File: src/mem_pipe_pkg.sv
package mem_pipe_pkg;

  ////////////////////////////////////////////////////////////////////////////
  // widths
  ////////////////////////////////////////////////////////////////////////////

  localparam int xlen = 64;               // data and byte address width

  // register index, 32 architectural registers
  typedef logic [4:0] reg_idx_t;

  localparam reg_idx_t zero_reg = 5'd0;   // hardwired zero, also the bubble dest

  ////////////////////////////////////////////////////////////////////////////
  // memory bus
  ////////////////////////////////////////////////////////////////////////////

  // transaction tag, 0 is reserved for no transaction
  typedef logic [3:0] mem_tag_t;

  localparam mem_tag_t tag_none  = 4'd0;
  localparam mem_tag_t tag_first = 4'd1;  // first tag after reset and after wrap
  localparam mem_tag_t tag_last  = 4'd15;

  // processor to memory command
  typedef enum logic [1:0] {
    bus_none  = 2'h0,   // idle
    bus_load  = 2'h1,   // read one word, data comes back later on the tag strobe
    bus_store = 2'h2    // write one word, done in the issue cycle
  } bus_command_t;

  // tag sequence 1, 2, ... 15, 1, ... never hands out tag_none
  function automatic mem_tag_t next_tag(mem_tag_t tag);
    mem_tag_t nxt;
    if (tag == tag_last) begin
      nxt = tag_first;
    end else begin
      nxt = tag + 4'd1;
    end
    return nxt;
  endfunction

endpackage

File: src/reg_file.sv
module reg_file import mem_pipe_pkg::*; (
  input  logic             clock,
  input  logic             reset,

  // write port, from writeback
  input  logic             wr_en,
  input  reg_idx_t         wr_idx,
  input  logic [xlen-1:0]  wr_data,

  // read port
  input  reg_idx_t         rd_idx,
  output logic [xlen-1:0]  rd_data
);

  localparam int num_regs = 1 << $bits(reg_idx_t);

  // no storage behind register 0
  logic [xlen-1:0] regs [1:num_regs-1];

  ////////////////////////////////////////////////////////////////////////////
  // write
  ////////////////////////////////////////////////////////////////////////////

  // writes to index 0 match no entry and fall away
  for (genvar r = 1; r < num_regs; r++) begin : g_reg
    always_ff @(posedge clock) begin
      if (reset) begin
        regs[r] <= '0;
      end else if (wr_en && (wr_idx == reg_idx_t'(r))) begin
        regs[r] <= wr_data;
      end
    end
  end

  ////////////////////////////////////////////////////////////////////////////
  // read
  ////////////////////////////////////////////////////////////////////////////

  // combinational, no write bypass
  assign rd_data = (rd_idx == zero_reg) ? '0 : regs[rd_idx];

endmodule

File: config.mk
export PLATFORM = sky130hd
export DESIGN_NAME = reg_file
export DESIGN_NICKNAME = d
export VERILOG_FILES = /design/src/mem_pipe_pkg.sv /design/src/reg_file.sv
export SDC_FILE = /design/constraint.sdc
export NUM_CORES = 2
export LEC_CHECK = 0
export BUFFER_PORTS_ARGS = -buffer_cell sky130_fd_sc_hd__buf_4
export CORE_UTILIZATION = 50
export DETAILED_ROUTE_END_ITERATION = 7
export PLACE_DENSITY = 0.68
export SLEW_MARGIN = 20
export SYNTH_ARGS = -nofsm -noshare
export SYNTH_HDL_FRONTEND = slang
export SYNTH_SLANG_ARGS = --single-unit
File: constraint.sdc
create_clock -name clock -period 4.75 [get_ports clock]
set_clock_uncertainty 0.1 [all_clocks]
set_input_delay 0.95 -clock clock [delete_from_list [all_inputs] [get_ports clock]]
set_output_delay 0.95 -clock clock [all_outputs]
set_load 0.1 [all_outputs]
==> run summary <==
status: completed
fin area: 103,000 sq um
dpl cells: 8,099
Pleak: 36.13 nW
Root Driver: clkbuf_16
most used cell, CP: buf_4
clk sinks: 1,984
Slowest-stage cell, CP: a32oi_1
layout cells sized above 1: 20.42%
Max VDD drop: 0.0003201 V
initial core utilization: 50.59%
pre-CTS WS: 0.1794 ns
routability cong.: 0.8342
gr busiest metal: met2
#FFs+latches synth: 1,984
commonest non-fill, non-tap cell in the layout: and2_1
H-tree levels: 4
wire per inst: 33.75 microns
Seq/Total Area, Yosys: 65.72%
violation count after the first detailed-route iteration: 7,729
post-synthesis mux area share: 12.89%
Post-synth EDFFs: 1,984
CP cell instances: buf_8 > buf_4 > or3_1 > o21a_1 > buf_4 > nand2_1 > a32oi_1 > buf_4 > buf_4
worst-path maximum fanout: 26
antenna-violating nets left: 0
Top Registers: regs x1984
CTS tree: built
Synth Area in Adders: 0%
io pins: 141
syn nets: 6,008
WL final: 286,600 microns
WP data required: 3.70 ns
Layout Nets: 6,024
DRC: 0
Largest stage delay, worst path: 0.47 ns
Max Cap Viol: 0
Achievable Freq: 218.0 MHz
PortBufs: 140
unrepaired setup endpoints after global routing: false
Synth warnings: 0
Worst Tran Pin Value: 1.153 ns
Die X: 427.8 microns
final hold vios: 0
Simple-Gate Fraction of Synth Area: 15.30%
total CTS buffers: 201
met1 Use GR: 41.14%
largest net degree at the start of global routing: 105
Core Footprint: 179,200 sq um
Post-CTS Setup Bufs: 0
1st-pass router iterations: 5
Buffers & Inverters on Critical Path: 5
main combinational cell family by area after synthesis: simple AND/OR/NAND/NOR gates
multi-input logic area: 29,560 sq um
Area after DPL: 96,700 sq um
Post-CTS Resized: 0
worst setup margin: 0.1628 ns
complex-gate fraction of the synthesized area: 3.046%
Cell Rows: 155
CP arrival: 3.54 ns
initial antenna violation count: 29
first-pass GRT wire length: 400,300 microns
storage element area: 59,580 sq um
Final Max Slew Viols: 0
most frequent cells in the layout: 1,988 x and2_1, 1,984 x edfxtp_1, 368 x mux4_2, 283 x buf_4, 263 x mux2i_1
Die ar.: 183,000 sq um
Top delay family on crit path: buffers and inverters
Hold WC Path Type: in2reg
Netlist Area Pre-Place: 90,650 sq um
number of global-route vias before repair: 53.14k
via/cell ratio: 6.343
Setup crit end kind: output pin
max FFs per register: 1,984
syn avg cell area: 15.28 sq um
grt total ovfl: 0
Post-Synth XOR/XNOR Area: 0%
CTS Hold Bufs: 0
slew margin rel.: 22.95%
GRT met3 Usage: 5.684%
Final min period: 4.587 ns
Async SR Flop Fraction: 0%
Period Utilization, post-route: 96.57%
Vias: 53.87k
fillcell total: 13.61k
PD cells: 387.4 nW/um^2
Startpoint Class: primary input
Post-Syn Instances: 5,931
All-Layer GR Usage: 31.37%
DP HPWL: 154,500 microns
area grow syn2layout: 13.62%
final setup vio count: 0
die height: 427.8 microns
Clock transition at path regs: 0.06 ns
top_reg_cell synth: edfxtp_1
number of distinct library cells after synthesis: 52
most flop-heavy register: regs
WS Path Type: in2out
Post-Layout Cell Count: 8,493
maximum clock insertion buffer count: 3
M2 GR Usage: 50.53%
==> cell type report <==
type	count	area share, %
diodes	21	0.05102
well taps	2355	2.861
repair buffers	407	4.458
clock buffers	242	5.033
clock inverters	131	1.029
multi-input cells	3345	28.70
flip-flops and latches	1984	57.84
inverters	8	0.02915
==> power by group <==
part,switching [mW],internal [mW]
logic,2.74,1.38
registers,0.257,20.2
clock network,6.96,8.35
==> routing by layer <==
layer  part of all wire, %  routed length (microns)
met3                    10                    29530
met2                    48                   137000
met4                   5.0                    14450
met5                 0.013                       36
met1                    37                   105700
==> logic make-up (layout without fill, tap and decap cells) <==
kind of cell,after synthesis,count (layout)
compound gates,376,376
mux,699,699
buf+inv,602,788
simple gates,2270,2270
flops,1984,1984
other cells,0,21
==> Yosys cell counts, drive strengths merged, types with 2 or more instances <==
| cell type | n | area share (%) |
|---|---|---|
| a211o | 15 | 0.14 |
| a211oi | 88 | 0.73 |
| a21o | 3 | 0.025 |
| a21oi | 59 | 0.33 |
| a221oi | 31 | 0.30 |
| a22o | 18 | 0.17 |
| a22oi | 59 | 0.49 |
| a311oi | 5 | 0.048 |
| a31o | 3 | 0.029 |
| a31oi | 4 | 0.028 |
| a32o | 9 | 0.099 |
| a32oi | 3 | 0.029 |
| and2 | 1989 | 14 |
| buf | 136 | 1.1 |
| clkbuf | 458 | 1.9 |
| edfxtp | 1984 | 66 |
| inv | 7 | 0.029 |
| mux2 | 68 | 0.84 |
| mux2i | 263 | 2.9 |
| mux4 | 368 | 9.1 |
| nand2 | 63 | 0.26 |
| nand2b | 4 | 0.028 |
| nand3 | 8 | 0.044 |
| nor2 | 81 | 0.36 |
| nor2b | 70 | 0.48 |
| nor3 | 2 | 0.017 |
| nor4 | 37 | 0.26 |
| o211ai | 2 | 0.017 |
| o21ai | 17 | 0.094 |
| o21bai | 24 | 0.20 |
| o221ai | 14 | 0.14 |
| o22ai | 14 | 0.097 |
| o32a | 6 | 0.066 |
| or3 | 12 | 0.088 |
==> per-stage QoR <==
step                      TNS [ns]  hold WS (ns)  utilization [%]  total power [mW]
after global routing             0        0.5000            57.46             40.80
after global placement           0         1.334            53.97             24.83
after floorplan            -491.10         1.048                -             23.37
after detailed placement         0         1.352            53.97             24.92
final                            0        0.4965            57.48             39.90
after CTS                        0        0.4310            57.45             39.98
==> final timing paths <==
check / from / to / slack, ns / cells after the start
worst max-delay path: rd_idx[1] / rd_data[31] / 0.16 / 9
worst min-delay path: wr_data[6] / regs[19][6]$_SDFFCE_PN0P_ / 0.50 / 2
(Power assumes the default switching activity.)
