===== src/mem_pipe_pkg.sv =====
package mem_pipe_pkg;

  ////////////////////////////////////////////////////////////////////////////
  // widths
  ////////////////////////////////////////////////////////////////////////////

  localparam int xlen = 64;               // data and byte address width

  // register index, 32 architectural registers
  typedef logic [4:0] reg_idx_t;

  localparam reg_idx_t zero_reg = 5'd0;   // hardwired zero, also the bubble dest

  ////////////////////////////////////////////////////////////////////////////
  // memory bus
  ////////////////////////////////////////////////////////////////////////////

  // transaction tag, 0 is reserved for no transaction
  typedef logic [3:0] mem_tag_t;

  localparam mem_tag_t tag_none  = 4'd0;
  localparam mem_tag_t tag_first = 4'd1;  // first tag after reset and after wrap
  localparam mem_tag_t tag_last  = 4'd15;

  // processor to memory command
  typedef enum logic [1:0] {
    bus_none  = 2'h0,   // idle
    bus_load  = 2'h1,   // read one word, data comes back later on the tag strobe
    bus_store = 2'h2    // write one word, done in the issue cycle
  } bus_command_t;

  // tag sequence 1, 2, ... 15, 1, ... never hands out tag_none
  function automatic mem_tag_t next_tag(mem_tag_t tag);
    mem_tag_t nxt;
    if (tag == tag_last) begin
      nxt = tag_first;
    end else begin
      nxt = tag + 4'd1;
    end
    return nxt;
  endfunction

endpackage


===== src/mem_stage.sv =====
module mem_stage import mem_pipe_pkg::*; (
  input  logic             clock,
  input  logic             reset,

  // operation from execute, held by execute while stalled
  input  logic             ex_valid,
  input  logic             ex_rd_mem,
  input  logic             ex_wr_mem,
  input  logic [xlen-1:0]  ex_alu_result,      // also the memory byte address
  input  logic [xlen-1:0]  ex_rega_value,      // store value
  input  reg_idx_t         ex_dest_reg_idx,

  // memory answers
  input  logic [xlen-1:0]  dmem2proc_data,
  input  mem_tag_t         dmem2proc_tag,      // strobe, tag of the load data present
  input  mem_tag_t         dmem2proc_response, // tag allocated this cycle

  // memory command
  output bus_command_t     proc2dmem_command,
  output logic [xlen-1:0]  proc2dmem_addr,
  output logic [xlen-1:0]  proc2dmem_data,

  // towards writeback
  output logic             mem_valid,
  output reg_idx_t         mem_dest_reg_idx,
  output logic [xlen-1:0]  mem_result,
  output logic             mem_stall
);

  mem_tag_t waiting_tag;   // tag of the load in flight, tag_none when idle
  logic     is_load;
  logic     is_store;
  logic     load_done;     // awaited load data is on the bus this cycle

  // store wins if both flags are set
  assign is_store = ex_valid & ex_wr_mem;
  assign is_load  = ex_valid & ex_rd_mem & ~ex_wr_mem;

  assign load_done = (dmem2proc_tag != tag_none) && (dmem2proc_tag == waiting_tag);

  ////////////////////////////////////////////////////////////////////////////
  // command issue
  ////////////////////////////////////////////////////////////////////////////

  // nothing new goes out while a load is outstanding
  always_comb begin
    if (waiting_tag != tag_none) begin
      proc2dmem_command = bus_none;
    end else if (is_store) begin
      proc2dmem_command = bus_store;
    end else if (is_load) begin
      proc2dmem_command = bus_load;
    end else begin
      proc2dmem_command = bus_none;
    end
  end

  assign proc2dmem_addr = ex_alu_result;   // word select is done in the memory
  assign proc2dmem_data = ex_rega_value;

  // remember the load tag at issue, drop it when the data strobe matches
  always_ff @(posedge clock) begin
    if (reset) begin
      waiting_tag <= tag_none;
    end else if (proc2dmem_command == bus_load) begin
      waiting_tag <= dmem2proc_response;
    end else if (load_done) begin
      waiting_tag <= tag_none;
    end
  end

  ////////////////////////////////////////////////////////////////////////////
  // stall and result
  ////////////////////////////////////////////////////////////////////////////

  // load waits for its strobe, store only if the memory gave no tag
  assign mem_stall = (is_load & ~load_done) |
                     (is_store & (dmem2proc_response == tag_none));

  assign mem_valid        = ex_valid & ~mem_stall;                // bubble while stalled
  assign mem_dest_reg_idx = mem_stall ? zero_reg : ex_dest_reg_idx;
  assign mem_result       = is_load ? dmem2proc_data : ex_alu_result;

endmodule


===== config.mk =====
export PLATFORM = sky130hd
export DESIGN_NAME = mem_stage
export DESIGN_NICKNAME = d
export VERILOG_FILES = /design/src/mem_pipe_pkg.sv /design/src/mem_stage.sv
export SDC_FILE = /design/constraint.sdc
export NUM_CORES = 1
export LEC_CHECK = 0
export BUFFER_PORTS_ARGS = -buffer_cell sky130_fd_sc_hd__clkbuf_2
export CORE_AREA = 2 2 159 161
export DETAILED_ROUTE_END_ITERATION = 6
export DIE_AREA = 0 0 161 163
export HOLD_SLACK_MARGIN = 0.03
export PLACE_DENSITY = 0.35
export SYNTH_ARGS = -nofsm -noshare
export SYNTH_HDL_FRONTEND = slang
export SYNTH_SLANG_ARGS = --single-unit

===== constraint.sdc =====
create_clock -name clock -period 1.5 [get_ports clock]
set_clock_uncertainty 0.2 [all_clocks]
set_input_delay 0.15 -clock clock [delete_from_list [all_inputs] [get_ports clock]]
set_output_delay 0.15 -clock clock [all_outputs]
set_load 0.03 [all_outputs]

==> results.md <==
* Crit path arrival time at 1.51 ns
* Die Area at 0.0262 mm^2
* Synth-to-layout area growth at 107%
* Critical Path End Type: output pin
* Total number of vias at 2318
* Max FFs per register at 4
* Final setup fails at 43
* Post-synth top cells: 129 x buf_4, 59 x mux2_2, 9 x nand2_1
* Leakage at 2.16 nW
* Regs by FF count: waiting_tag (4)
* All-Layer GR Usage at 6.81%
* Synth warnings at 0
* Port Buf Inserts at 282
* First-pass GRT wire length at 13300 um
* Peak Freq at 0.538 GHz
* Setup WS post-layout at -0.358 ns
* Yosys reg bits at 4
* CTS tree: built
* Design Area, Final at 0.00422 mm^2
* Relative slew slack at 77.6%
* Slowest-stage cell, CP: or4_4
* Largest net degree at the start of global routing at 14
* Non-Filler Instances at 754
* Final Max Tran Viols at 0
* Vias per std cell at 3.07
* Worst-path clk slew at 0.03 ns
* IO Count at 411
* Share of layout cells above drive strength 1 at 96.9%
* Clock root cell: clkbuf_16
* Fin Setup TNS at -5.23 ns
* # clock sinks at 4
* Routed WL at 10300 um
* Synth Net Count at 450
* Mapped Area at 0.00204 mm^2
* Core area at 0.0247 mm^2
* Hold Path Cell Cnt at 3
* Worst r2r path cells at 4
* Avg WL per Cell at 13.7 um
* Worst Path Max Fanout at 3
* Gpl congestion at 0.759
* Cts hold-fix bufs at 0
* GRT overflow at 0
* Hold Crit Class: in -> reg
* Post-synthesis cell count at 240
* CP Depth at 4
* Residual DRC at 0
* Sequential share of the synthesized area at 3.92%
* ANT cells at 0
* Synth top area share at 47.4%
* Pwr dens at 509 mW/mm^2
* RSZ-0062 raised after global routing: true
* Detailed Place HPWL at 7980 um
* Number of detailed-route iterations in the first pass at 4
* Violated checks: setup timing
* Row count at 58
* Crit path launch type: flop
* Worst path cell trace: buf_6 -> or4_4 -> nor2_4 -> buf_8
* Die Span Y at 163 um
* DR iter-0 viols at 50
* Chip Width at 161 um
* Largest Register: waiting_tag
* Critical path's top delay family: simple AND/OR/NAND/NOR gates
* Clock buffer depth at 2
* Worst-skew pair later-pin latency at 0.22 ns
* Final nets at 636
* Mean post-synth cell area at 8.52 um^2
* Placed cells at 736
* Post-synth ARST share at 0%
* Post-synth top area cell: buf_4
* Vias in the first global route at 2170
* Most common cell in the netlist: buf_4
* Synth area leaders: buf_4 47%, mux2_2 32%, dfxtp_1 3.9%
* Top FF cell, synth: dfxtp_1
* Worst Path Buf+Inv at 2
* Initial antenna violation count at 0
* Worst-Margin Slew at 0.334 ns
* Outcome: complete, but fails checks
* Placed instance area at 0.00310 mm^2
* Maximum vdd drop at 0.000215 V
* Num CTS Buffers at 3
* Number of distinct library cells after synthesis at 20
* Initial Util at 8.29%
* Max Cap Viol at 0
* EDFF count, synth at 0
* Final Hold Fails at 0
* Tcrit/Tclk final at 124%
* H-tree lvl count at 1
* Final min period at 1.86 ns
* Required @ worst endpoint at 1.15 ns
* CP peak stage delay at 0.56 ns
* Final ANT Viol Nets at 0
* Critical path class: reg -> out
-- tightest hold or removal path, stage by stage --
cell and delay, ns:
clkbuf_2 0.09, buf_4 0.09, a22o_2 0.12
-- final cells by class --
class / count / area [um^2]
fillers: 2777 / 20400
inverters: 1 / 11.3
clock buffers: 3 / 75.1
well taps: 330 / 413
multi-input cells: 101 / 1140
repair buffers: 315 / 2490
flip-flops and latches: 4 / 87.6
-- placed cells by master (no fill, tap or decap), types with 2 or more instances in the layout --
| cell | netlist | final |
|---|---|---|
| a22o_2 | 4 | 4 |
| buf_6 | 3 | 18 |
| dfxtp_2 | 0 | 3 |
| buf_8 | 0 | 40 |
| xor2_2 | 0 | 2 |
| mux2_2 | 59 | 52 |
| buf_4 | 129 | 18 |
| clkbuf_8 | 0 | 23 |
| nand2_1 | 9 | 8 |
| clkbuf_16 | 0 | 3 |
| xor2_1 | 4 | 2 |
| mux2_4 | 0 | 12 |
| buf_12 | 0 | 6 |
| buf_16 | 0 | 3 |
| nor2_4 | 0 | 8 |
| nand3_4 | 0 | 2 |
| clkbuf_2 | 0 | 206 |
-- power by group --
group	switching [W]	leakage [nW]	total, W	internal (W)
clock	0.0000777	0.0370	0.000419	0.000341
combinational	0.000858	2.09	0.00162	0.000758
sequential	0.00000422	0.0347	0.000115	0.000111
total	0.000940	2.16	0.00215	0.00121
-- stage by stage --
stage               setup slack [ns]  utilization [%]  hold slack [ns]  power (W)
finish                        -0.358             17.1           0.0598    0.00215
global route                  -0.427             17.1           0.0795    0.00224
CTS                           -0.380             16.5           0.0581    0.00207
detailed placement            -0.320             12.6            0.100    0.00135
global placement              -0.305             12.6            0.100    0.00135
floorplan                    -0.0529                -           0.0880    0.00128
-- metal layers --
metal,up-vias,part of all wire [%],global-route usage [%]
met5,-,0,0
met4,0,3.2,2.27
met3,34,8.7,1.27
met2,160,53,12.9
met1,1069,35,7.63
li1,1055,-,-
-- path summary, 6_finish.rpt --
| path | startpoint | end | slack [ns] |
|---|---|---|---|
| setup / recovery | waiting_tag[3] | proc2dmem_command[1] | -0.36 |
| hold / removal | dmem2proc_response[3] | waiting_tag[3] | 0.06 |
| setup reg to reg | waiting_tag[3] | waiting_tag[2] | -0.14 |
| hold reg to reg | waiting_tag[0] | waiting_tag[0] | 0.31 |
-- timing repair --
| action | CTS | global route |
|---|---|---|
| endpoints found under the hold margin | 0 | 0 |
| resized for setup | 160 | 104 |
| pin swaps | 13 | 8 |
| endpoints found under the setup margin | 72 | 75 |
| buffers inserted | 8 | 5 |
| cloned | 7 | 0 |
-- logic make-up (layout without fill, tap and decap cells) --
kind of cell / Yosys count / count (layout) / share of synthesized area [%]
buf+inv: 136 / 319 / 49.9
xor+xnor: 4 / 4 / 1.71
compound gates: 8 / 8 / 3.37
simple gates: 24 / 25 / 5.81
flops: 4 / 4 / 3.92
mux: 64 / 64 / 35.3
(Power assumes the default switching activity.)
