`src/mem_pipe_pkg.sv`:
```
package mem_pipe_pkg;

  ////////////////////////////////////////////////////////////////////////////
  // widths
  ////////////////////////////////////////////////////////////////////////////

  localparam int xlen = 64;               // data and byte address width

  // register index, 32 architectural registers
  typedef logic [4:0] reg_idx_t;

  localparam reg_idx_t zero_reg = 5'd0;   // hardwired zero, also the bubble dest

  ////////////////////////////////////////////////////////////////////////////
  // memory bus
  ////////////////////////////////////////////////////////////////////////////

  // transaction tag, 0 is reserved for no transaction
  typedef logic [3:0] mem_tag_t;

  localparam mem_tag_t tag_none  = 4'd0;
  localparam mem_tag_t tag_first = 4'd1;  // first tag after reset and after wrap
  localparam mem_tag_t tag_last  = 4'd15;

  // processor to memory command
  typedef enum logic [1:0] {
    bus_none  = 2'h0,   // idle
    bus_load  = 2'h1,   // read one word, data comes back later on the tag strobe
    bus_store = 2'h2    // write one word, done in the issue cycle
  } bus_command_t;

  // tag sequence 1, 2, ... 15, 1, ... never hands out tag_none
  function automatic mem_tag_t next_tag(mem_tag_t tag);
    mem_tag_t nxt;
    if (tag == tag_last) begin
      nxt = tag_first;
    end else begin
      nxt = tag + 4'd1;
    end
    return nxt;
  endfunction

endpackage

```
`src/mem_wb_reg.sv`:
```
module mem_wb_reg import mem_pipe_pkg::*; (
  input  logic             clock,
  input  logic             reset,

  // from the memory stage
  input  logic             mem_valid,
  input  reg_idx_t         mem_dest_reg_idx,
  input  logic [xlen-1:0]  mem_result,

  // to the register file write port
  output logic             wb_valid,
  output reg_idx_t         wb_dest_reg_idx,
  output logic [xlen-1:0]  wb_result
);

  ////////////////////////////////////////////////////////////////////////////
  // valid bit
  ////////////////////////////////////////////////////////////////////////////

  always_ff @(posedge clock) begin
    if (reset) begin
      wb_valid <= 1'b0;        // no write right after reset
    end else begin
      wb_valid <= mem_valid;   // bubbles pass through as invalid
    end
  end

  ////////////////////////////////////////////////////////////////////////////
  // payload
  ////////////////////////////////////////////////////////////////////////////

  // only loaded on a valid op, fields sit still across bubbles
  always_ff @(posedge clock) begin
    if (mem_valid) begin
      wb_dest_reg_idx <= mem_dest_reg_idx;
      wb_result       <= mem_result;
    end
  end

endmodule

```
`config.mk`:
```
export PLATFORM = sky130hd
export DESIGN_NAME = mem_wb_reg
export DESIGN_NICKNAME = d
export VERILOG_FILES = /design/src/mem_pipe_pkg.sv /design/src/mem_wb_reg.sv
export SDC_FILE = /design/constraint.sdc
export NUM_CORES = 1
export LEC_CHECK = 0
export ABC_AREA = 1
export BUFFER_PORTS_ARGS = -buffer_cell sky130_fd_sc_hd__buf_4
export CORE_UTILIZATION = 40
export DETAILED_ROUTE_END_ITERATION = 6
export PLACE_DENSITY_LB_ADDON = 0.05
export SLEW_MARGIN = 40
export SYNTH_ARGS = -nofsm -noshare
export SYNTH_HDL_FRONTEND = slang
export SYNTH_SLANG_ARGS = --single-unit
```
`constraint.sdc`:
```
create_clock -name clock -period 0.8 [get_ports clock]
set_input_delay 0.12 -clock clock [delete_from_list [all_inputs] [get_ports clock]]
set_output_delay 0.12 -clock clock [all_outputs]
set_load 0.01 [all_outputs]
```
==> results.yml, run 1 <==
detailed_routing:
  drt-initial-drc-count: 72
  wl_mm: 6.295
  drcViolationCount: 0
  ant_nets: 0
  dr_wl_met3_um: 497
  vias_per_cell: 4.425
  routed.top_layer: "met4"
  wl_per_cell_um: 17.06
  met2_length_mm: 3.568
  dr.pass1.iters: 4
  vias: 1633
  met1_length_mm: 1.996
pwr:
  switching_share_pct: 21.99
  internal-power_mw: 6.348
  p_switching_mw: 1.790
  p_leak_nw: 1.838
  powerDensity_nw_per_um2: 1856
  ir_worst_vdd_v: 0.001282
  power_frac_comb_pct: 17.1
  p_total_mw: 8.138
  pwr-share-seq_pct: 55.3
  clkPwrFrac_pct: 27.6
run:
  cap_violations: 0
logic_synthesis:
  syn_area_sq_um: 2102
  ys_top_cells_by_count: "edfxtp_1 (69), dfxtp_1 (1), inv_1 (1), nor2_2 (1)"
  synth-compound-area-share_pct: 0
  yosysUniqueCellTypes: 4
  synth_top_area_cell: "edfxtp_1"
  synthFlopType: "edfxtp_1"
  synth-simple-area-share_pct: 0.2976
  synth_warnings: 0
  synth_xor_area_share_pct: 0
  syn_nets: 144
  synth_seq_area_share_pct: 99.52
  syn_inst: 72
  synth_top_family_by_area: "simple AND/OR/NAND/NOR gates"
  yosysMostFrequentCell: "edfxtp_1"
  muxShareOfSynthArea_pct: 0
  synthArstFlopShare_pct: 0
  synthAdderAreaFrac_pct: 0
  synth_edf_count: 69
  ys_seq_elements: 70
  synth_area_per_cell_sq_um: 29.19
  synthTopCellsByArea: "edfxtp_1 (99%), dfxtp_1 (0.95%), nor2_2 (0.30%), inv_1 (0.18%)"
  yosysTopAreaCellShare_pct: 98.57
final_layout:
  regArea_sq_um: 2093
  area_growth_pct: 108.6
  diodes: 0
  n_fill_cell: 236
  fin_area_sq_um: 4385
  multi_input_area_sq_um: 6.256
  drive_gt1_share_pct: 51.84
  nNetsFinal: 368
  final_cell_count_no_fill: 369
worst_setup_path:
  crit_cells: 1
  cp_num_buf_inv: 1
  critPathMaxFanout: 1
  crit_path_cell_trace: "buf_6"
  slowest_stage: "edfxtp_1"
  worstPathArrival_ns: 0.90
  path_class: "flip-flop to primary output"
  crit_family: "flip-flops"
  required_ns: 0.68
  cp_slowest_stage_delay_ns: 0.42
  worst_setup_path_start_kind: "flip-flop"
  cp-end-kind: "primary output"
global_routing:
  grt_pass1_wl_mm: 8.224
  antenna_found_initial: 0
  grt_pass1_vias: 1720
  grt_usage_pct: 21.94
  grt_max_degree: 38
  overflow: 0
clock_network:
  path_clk_slew_ns: 0.07
  cts_root_buf: "clkbuf_8"
  cts_made_buffers: 9
  cts_setup_buffers: 0
  cts_tree: "built"
  cts_sinks: 70
  htreeDepth: 3
  clock_path_buffers: 2
timing:
  fin_ws_ns: -0.2163
  slew_headroom_pct: 86.74
  fmax_ghz: 0.9839
  rsz0062_at_grt: "true"
  setup_violations: 70
  layout_min_cycle_time_ns: 1.016
  finalSetupTns_ns: -11.94
  drv_slew: 0
  worstMarginPinSlew_ns: 0.1990
  hold_viol: 0
  hold_slack_ns: 0.2537
  post-route-period-util_pct: 127.0
hold_path:
  hold_path_depth: 4
  hold_path.class: "input port to flip-flop"
floorplanning:
  core_area_sq_um: 5075
  io_pins: 142
  die_y_um: 74.49
  initial_core_util_pct: 41.42
  dieArea_sq_um: 5549
  num_rows: 26
  fp.dieW_um: 74.49
status:
  failed_checks: "negative setup slack"
  outcome: "complete, but fails checks"
place:
  place_inst: 285
  gp_congestion: 0.6602
  port_buffers: 141
  post_dp_cell_area_sq_um: 3288
timing repair:
action | in CTS | in global routing
hold buffers | 70 | 0
endpoints found under the setup margin | 70 | 70
endpoints found under the hold margin | 70 | 0
gates resized for setup | 37 | 31
routing by layer:
| metal | vias to the layer above | GRT usage (%) |
|---|---|---|
| met5 | - | 0 |
| met2 | 99 | 39.44 |
| li1 | 735 | - |
| met3 | 22 | 8.537 |
| met1 | 777 | 20.13 |
| met4 | 0 | 15.09 |
layout make-up:
type | count | area share [%]
Clock buffer | 10 | 2.910
Clock inverter | 4 | 0.3709
Inverter | 1 | 0.08559
Multi-Input combinational cell | 1 | 0.1427
Sequential cell | 70 | 47.73
Tap cell | 70 | 1.997
Timing Repair Buffer | 213 | 46.76
power by group through the flow:
| stage | combinational [mW] | clock [mW] | sequential, mW |
|---|---|---|---|
| 2_1_floorplan | 0.00283 | 0 | 4.66 |
| 3_3_place_gp | 0.916 | 0 | 4.49 |
| 3_5_place_dp | 0.933 | 0 | 4.51 |
| 4_1_cts | 1.29 | 2.23 | 4.46 |
| 5_1_grt | 1.46 | 2.45 | 4.52 |
| 6_report | 1.40 | 2.24 | 4.50 |
layout by cell type, fill, tap and decap left out, drive strengths merged:
cell type / instances
buf: 143
dlygate4sd3: 70
edfxtp: 69
clkbuf: 10
clkinv: 4
inv: 1
nor2: 1
dfxtp: 1
metrics by stage:
stage | util (%) | setup WS, ns
CTS | 84.12 | -0.2068
floorplan | - | 0.2862
finish | 86.42 | -0.2163
global route | 86.42 | -0.2458
detailed placement | 64.79 | 0.01434
global placement | 64.79 | 0.03452
worst paths after layout:
| path | start | end | slack (ns) |
|---|---|---|---|
| worst min-delay path | mem_valid | wb_valid$_SDFF_PP0_ | 0.25 |
| worst max-delay path | wb_result[11]$_DFFE_PP_ | wb_result[11] | -0.22 |
cells by family after synthesis:
| group | count (synthesis) |
|---|---|
| buf+inv | 1 |
| flops | 70 |
| simple gates | 1 |
registers in the layout, indices dropped and copies added, names as in the netlist:
name             count
wb_result           64
wb_valid             1
wb_dest_reg_idx      5
(Power assumes the default switching activity.)
==> run 2, diff against run 1 <==
- GPL_TIMING_DRIVEN: not set -> 0
==> run 2 against run 1 <==
  * The flow still finishes with violations (negative setup slack)
  * Design area decreased by 0.80%
  * Clock-buffer cell count increased by 1
  * Sequential cell count unchanged
  * Combinational power hardly changed
  * Routed wire length grew 1.1%
==> results.yml, run 2 (synthesis gave the netlist of run 1 again) <==
status:
  outcome: "complete, but fails checks"
  failed_checks: "negative setup slack"
global_routing:
  grt_pass1_vias: 1641
  grt_usage_pct: 21.36
  grt_max_degree: 71
  antenna_found_initial: 0
  grt_pass1_wl_mm: 7.941
  overflow: 0
timing:
  fmax_ghz: 0.9735
  layout_min_cycle_time_ns: 1.027
  hold_viol: 0
  rsz0062_at_grt: "true"
  drv_slew: 0
  setup_violations: 70
  post-route-period-util_pct: 128.4
  slew_headroom_pct: 58.60
  fin_ws_ns: -0.2272
  worstMarginPinSlew_ns: 0.6211
  finalSetupTns_ns: -12.37
worst_setup_path:
  crit_family: "flip-flops"
  path_class: "flip-flop to primary output"
  cp-end-kind: "primary output"
  required_ns: 0.68
  crit_path_cell_trace: "buf_6"
  worst_setup_path_start_kind: "flip-flop"
  cp_num_buf_inv: 1
  cp_slowest_stage_delay_ns: 0.43
  slowest_stage: "edfxtp_1"
  worstPathArrival_ns: 0.91
  critPathMaxFanout: 1
final_layout:
  layout_common_cells: "buf_4 (73), dlygate4sd3_1 (70), edfxtp_1 (69)"
  layout_commonest_cell: "buf_4"
  largest_reg_flops: 64
  diodes: 0
  largestRegisters: "wb_result x64, wb_dest_reg_idx x5, wb_valid x1"
  fin_area_sq_um: 4350
  nNetsFinal: 366
  regMostFlops: "wb_result"
  area_growth_pct: 107.0
  drive_gt1_share_pct: 51.85
  final_cell_count_no_fill: 367
  utilization_pct: 85.72
run:
  cap_violations: 0
detailed_routing:
  drcViolationCount: 0
  vias: 1590
  wl_per_cell_um: 17.35
  dr.pass1.iters: 7
  wl_mm: 6.366
  vias_per_cell: 4.332
  ant_nets: 0
  drt-initial-drc-count: 85
floorplanning:
  num_rows: 26
  fp.dieW_um: 74.49
  die_y_um: 74.49
  dieArea_sq_um: 5549
  core_area_sq_um: 5075
  io_pins: 142
  initial_core_util_pct: 41.42
pwr:
  ir_worst_vdd_v: 0.001684
  p_leak_nw: 1.822
  p_total_mw: 8.165
  powerDensity_nw_per_um2: 1877
clock_network:
  cts_made_buffers: 9
  cts_root_buf: "clkbuf_8"
  path_clk_slew_ns: 0.07
  cts_tree: "built"
  cts_setup_buffers: 0
  clock_path_buffers: 2
  htreeDepth: 3
  cts_sinks: 70
hold_path:
  hold_path.class: "input port to flip-flop"
place:
  place_inst: 283
  port_buffers: 141
  post_dp_cell_area_sq_um: 3248
  gp_congestion: 0.6515
## run 2: cell count changes in the layout (fill, tap and decap cells not counted)
| cell | delta |
|---|---|
| buf_12 | -2 |
| buf_4 | -1 |
| buf_6 | +1 |
| clkinv_1 | -2 |
| clkbuf_1 | +1 |
| clkinv_2 | +1 |
## run 2: final timing paths
check | depth (start not counted) | slack (ns) | end | from
worst max-delay path | 1 | -0.23 | wb_dest_reg_idx[1] | wb_dest_reg_idx[1]$_DFFE_PP_
worst min-delay path | 1 | 0.27 | wb_result[49]$_DFFE_PP_ | mem_valid
## run 2: routing by layer
| metal | track usage [%] | up-vias | share of wire (%) |
|---|---|---|---|
| li1 | - | 730 | - |
| met1 | 18.59 | 758 | 31 |
| met2 | 41.34 | 88 | 59 |
| met3 | 8.401 | 14 | 8.5 |
| met4 | 10.69 | 0 | 1.9 |
| met5 | 0 | - | 0 |
## run 2: report_power, final
part | internal (mW) | leakage [nW] | switching (mW) | total [mW]
Sequential | 4.36 | 0.684 | 0.142 | 4.50
Combinational | 0.917 | 1.06 | 0.455 | 1.37
Clock | 1.07 | 0.0765 | 1.22 | 2.29
Total | 6.35 | 1.82 | 1.82 | 8.17
## run 2: cell type report
cell class / instances / area (sq um)
clock buffer: 11 / 131.4
clock inverter: 3 / 13.76
fill: 233 / 724.4
inverter: 1 / 3.754
multi-input combinational: 1 / 6.256
sequential: 70 / 2093
tap: 70 / 87.58
timing repair buffer: 211 / 2014
## run 2: through the flow
stage	hold WS (ns)	setup WS [ns]
after global routing	0.2917	-0.2600
after global placement	0.2797	-0.3406
after floorplan	0.1869	0.2862
after CTS	0.2648	-0.2025
after detailed placement	0.2865	-0.3823
final	0.2726	-0.2272
## run 2: repair_timing
| action | in CTS | in global routing |
|---|---|---|
| endpoints found under the hold margin | 70 | 0 |
| resized for setup | 36 | 33 |
| setup endpoints to repair | 139 | 70 |
| hold buffers | 70 | 0 |
==> run 3, diff against run 2 <==
- clock period: 0.8 -> 0.95 ns (I/O delays scaled with it)
==> run 3 against run 2 <==
  * The run ends with design-rule violations, negative setup slack left
  * Sequential power is 16% lower
  * Cell count unchanged
  * Design area decreased by 0.20%
  * Critical path depth unchanged
  * Via count hardly changed
  * Clock power fell by 17%
  * Die area did not move
  * Worst hold slack better by 0.040 ns
  * Critical endpoint is now wb_result[33]
  * Highest routed layer unchanged
==> results.yml, run 3 (synthesis gave the netlist of run 1 again) <==
status:
  outcome: "complete, but fails checks"
  failed_checks: "design-rule violations, negative setup slack"
clock_network:
  clock_path_buffers: 2
  cts_setup_buffers: 0
  htreeDepth: 3
  cts_made_buffers: 9
  cts_root_buf: "clkbuf_8"
  cts_sinks: 70
  cts_tree: "built"
  path_clk_slew_ns: 0.07
worst_setup_path:
  worstPathArrival_ns: 0.90
  cp_slowest_stage_delay_ns: 0.42
  required_ns: 0.81
  worst_setup_path_start_kind: "flip-flop"
  crit_path_cell_trace: "buf_6"
  crit_family: "flip-flops"
  slowest_stage: "edfxtp_1"
  critPathMaxFanout: 1
  cp-end-kind: "primary output"
  path_class: "flip-flop to primary output"
  cp_num_buf_inv: 1
final_layout:
  layout_commonest_cell: "buf_4"
  largestRegisters: "wb_result x64, wb_dest_reg_idx x5, wb_valid x1"
  regMostFlops: "wb_result"
  fin_area_sq_um: 4342
  drive_gt1_share_pct: 51.52
  diodes: 0
  area_growth_pct: 106.5
  nNetsFinal: 366
  layout_common_cells: "buf_4 (75), dlygate4sd3_1 (70), edfxtp_1 (69)"
  largest_reg_flops: 64
floorplanning:
  initial_core_util_pct: 41.42
  die_y_um: 74.49
  dieArea_sq_um: 5549
  fp.dieW_um: 74.49
  num_rows: 26
  io_pins: 142
  core_area_sq_um: 5075
global_routing:
  grt_usage_pct: 20.25
  grt_max_degree: 71
  grt_pass1_vias: 1555
  grt_pass1_wl_mm: 7.534
  antenna_found_initial: 0
  overflow: 0
detailed_routing:
  routed.top_layer: "met4"
  wl_mm: 6.030
  drt-initial-drc-count: 64
  wl_per_cell_um: 16.43
  ant_nets: 0
  dr_wl_met3_um: 487
  met1_length_mm: 1.828
  vias: 1591
  dr.pass1.iters: 7
  drcViolationCount: 1
  met2_length_mm: 3.637
  vias_per_cell: 4.335
timing:
  layout_min_cycle_time_ns: 1.041
  drv_slew: 0
  worstMarginPinSlew_ns: 0.6220
  rsz0062_at_grt: "true"
  setup_violations: 69
  slew_headroom_pct: 58.54
  fmax_ghz: 0.9609
  hold_viol: 0
  fin_ws_ns: -0.09067
  post-route-period-util_pct: 109.5
  finalSetupTns_ns: -3.277
place:
  port_buffers: 141
  post_dp_cell_area_sq_um: 3248
  gp_congestion: 0.6515
pwr:
  p_leak_nw: 1.820
  p_total_mw: 6.839
  powerDensity_nw_per_um2: 1575
  ir_worst_vdd_v: 0.001193
hold_path:
  hold_path.class: "input port to flip-flop"
run:
  cap_violations: 0
[run 3: cell counts in the layout (fill, tap and decap cells not counted)]
No cell type changed its count.
[run 3: through the flow]
step	util, %	hold slack (ns)	instances	worst slack, ns
after floorplan	-	0.2094	72	0.4137
after global placement	64.00	0.3022	283	-0.2131
after detailed placement	64.00	0.3090	283	-0.2548
after CTS	83.11	0.4232	367	-0.07505
after global routing	85.55	0.3303	367	-0.1137
final	85.55	0.3127	367	-0.09067
[run 3: layout make-up]
cell class              instances  area [sq um]
clock inverters                 3         13.76
inverters                       1         3.754
well taps                      70         87.58
flip-flops and latches         70          2092
multi-input cells               1         6.256
repair buffers                211          2007
clock buffers                  11         131.4
fillers                       251         733.2
[run 3: path summary, 6_finish.rpt]
kind / from / end / slack [ns] / depth (start not counted)
worst max-delay path: wb_result[33]$_DFFE_PP_ / wb_result[33] / -0.09 / 1
worst min-delay path: mem_valid / wb_result[49]$_DFFE_PP_ / 0.31 / 1
[run 3: repair_timing]
item / CTS / global route
pin swaps: 0 / 0
hold endpoints to repair: 70 / 0
hold buffers: 70 / 0
resized for setup: 33 / 32
endpoints found under the setup margin: 69 / 69
[run 3: power by group]
group          total (mW)  internal (mW)  switching, mW  leakage, nW
combinational        1.14          0.768          0.377         1.06
sequential           3.79           3.67          0.119        0.684
clock                1.90          0.903           1.00       0.0765
total                6.84           5.34           1.50         1.82
[run 3: per-layer routing]
| layer | track usage (%) | vias up |
|---|---|---|
| met2 | 39.34 | 88 |
| met4 | 10.06 | 0 |
| met5 | 0 | - |
| met1 | 18.06 | 763 |
| li1 | - | 730 |
| met3 | 7.182 | 10 |
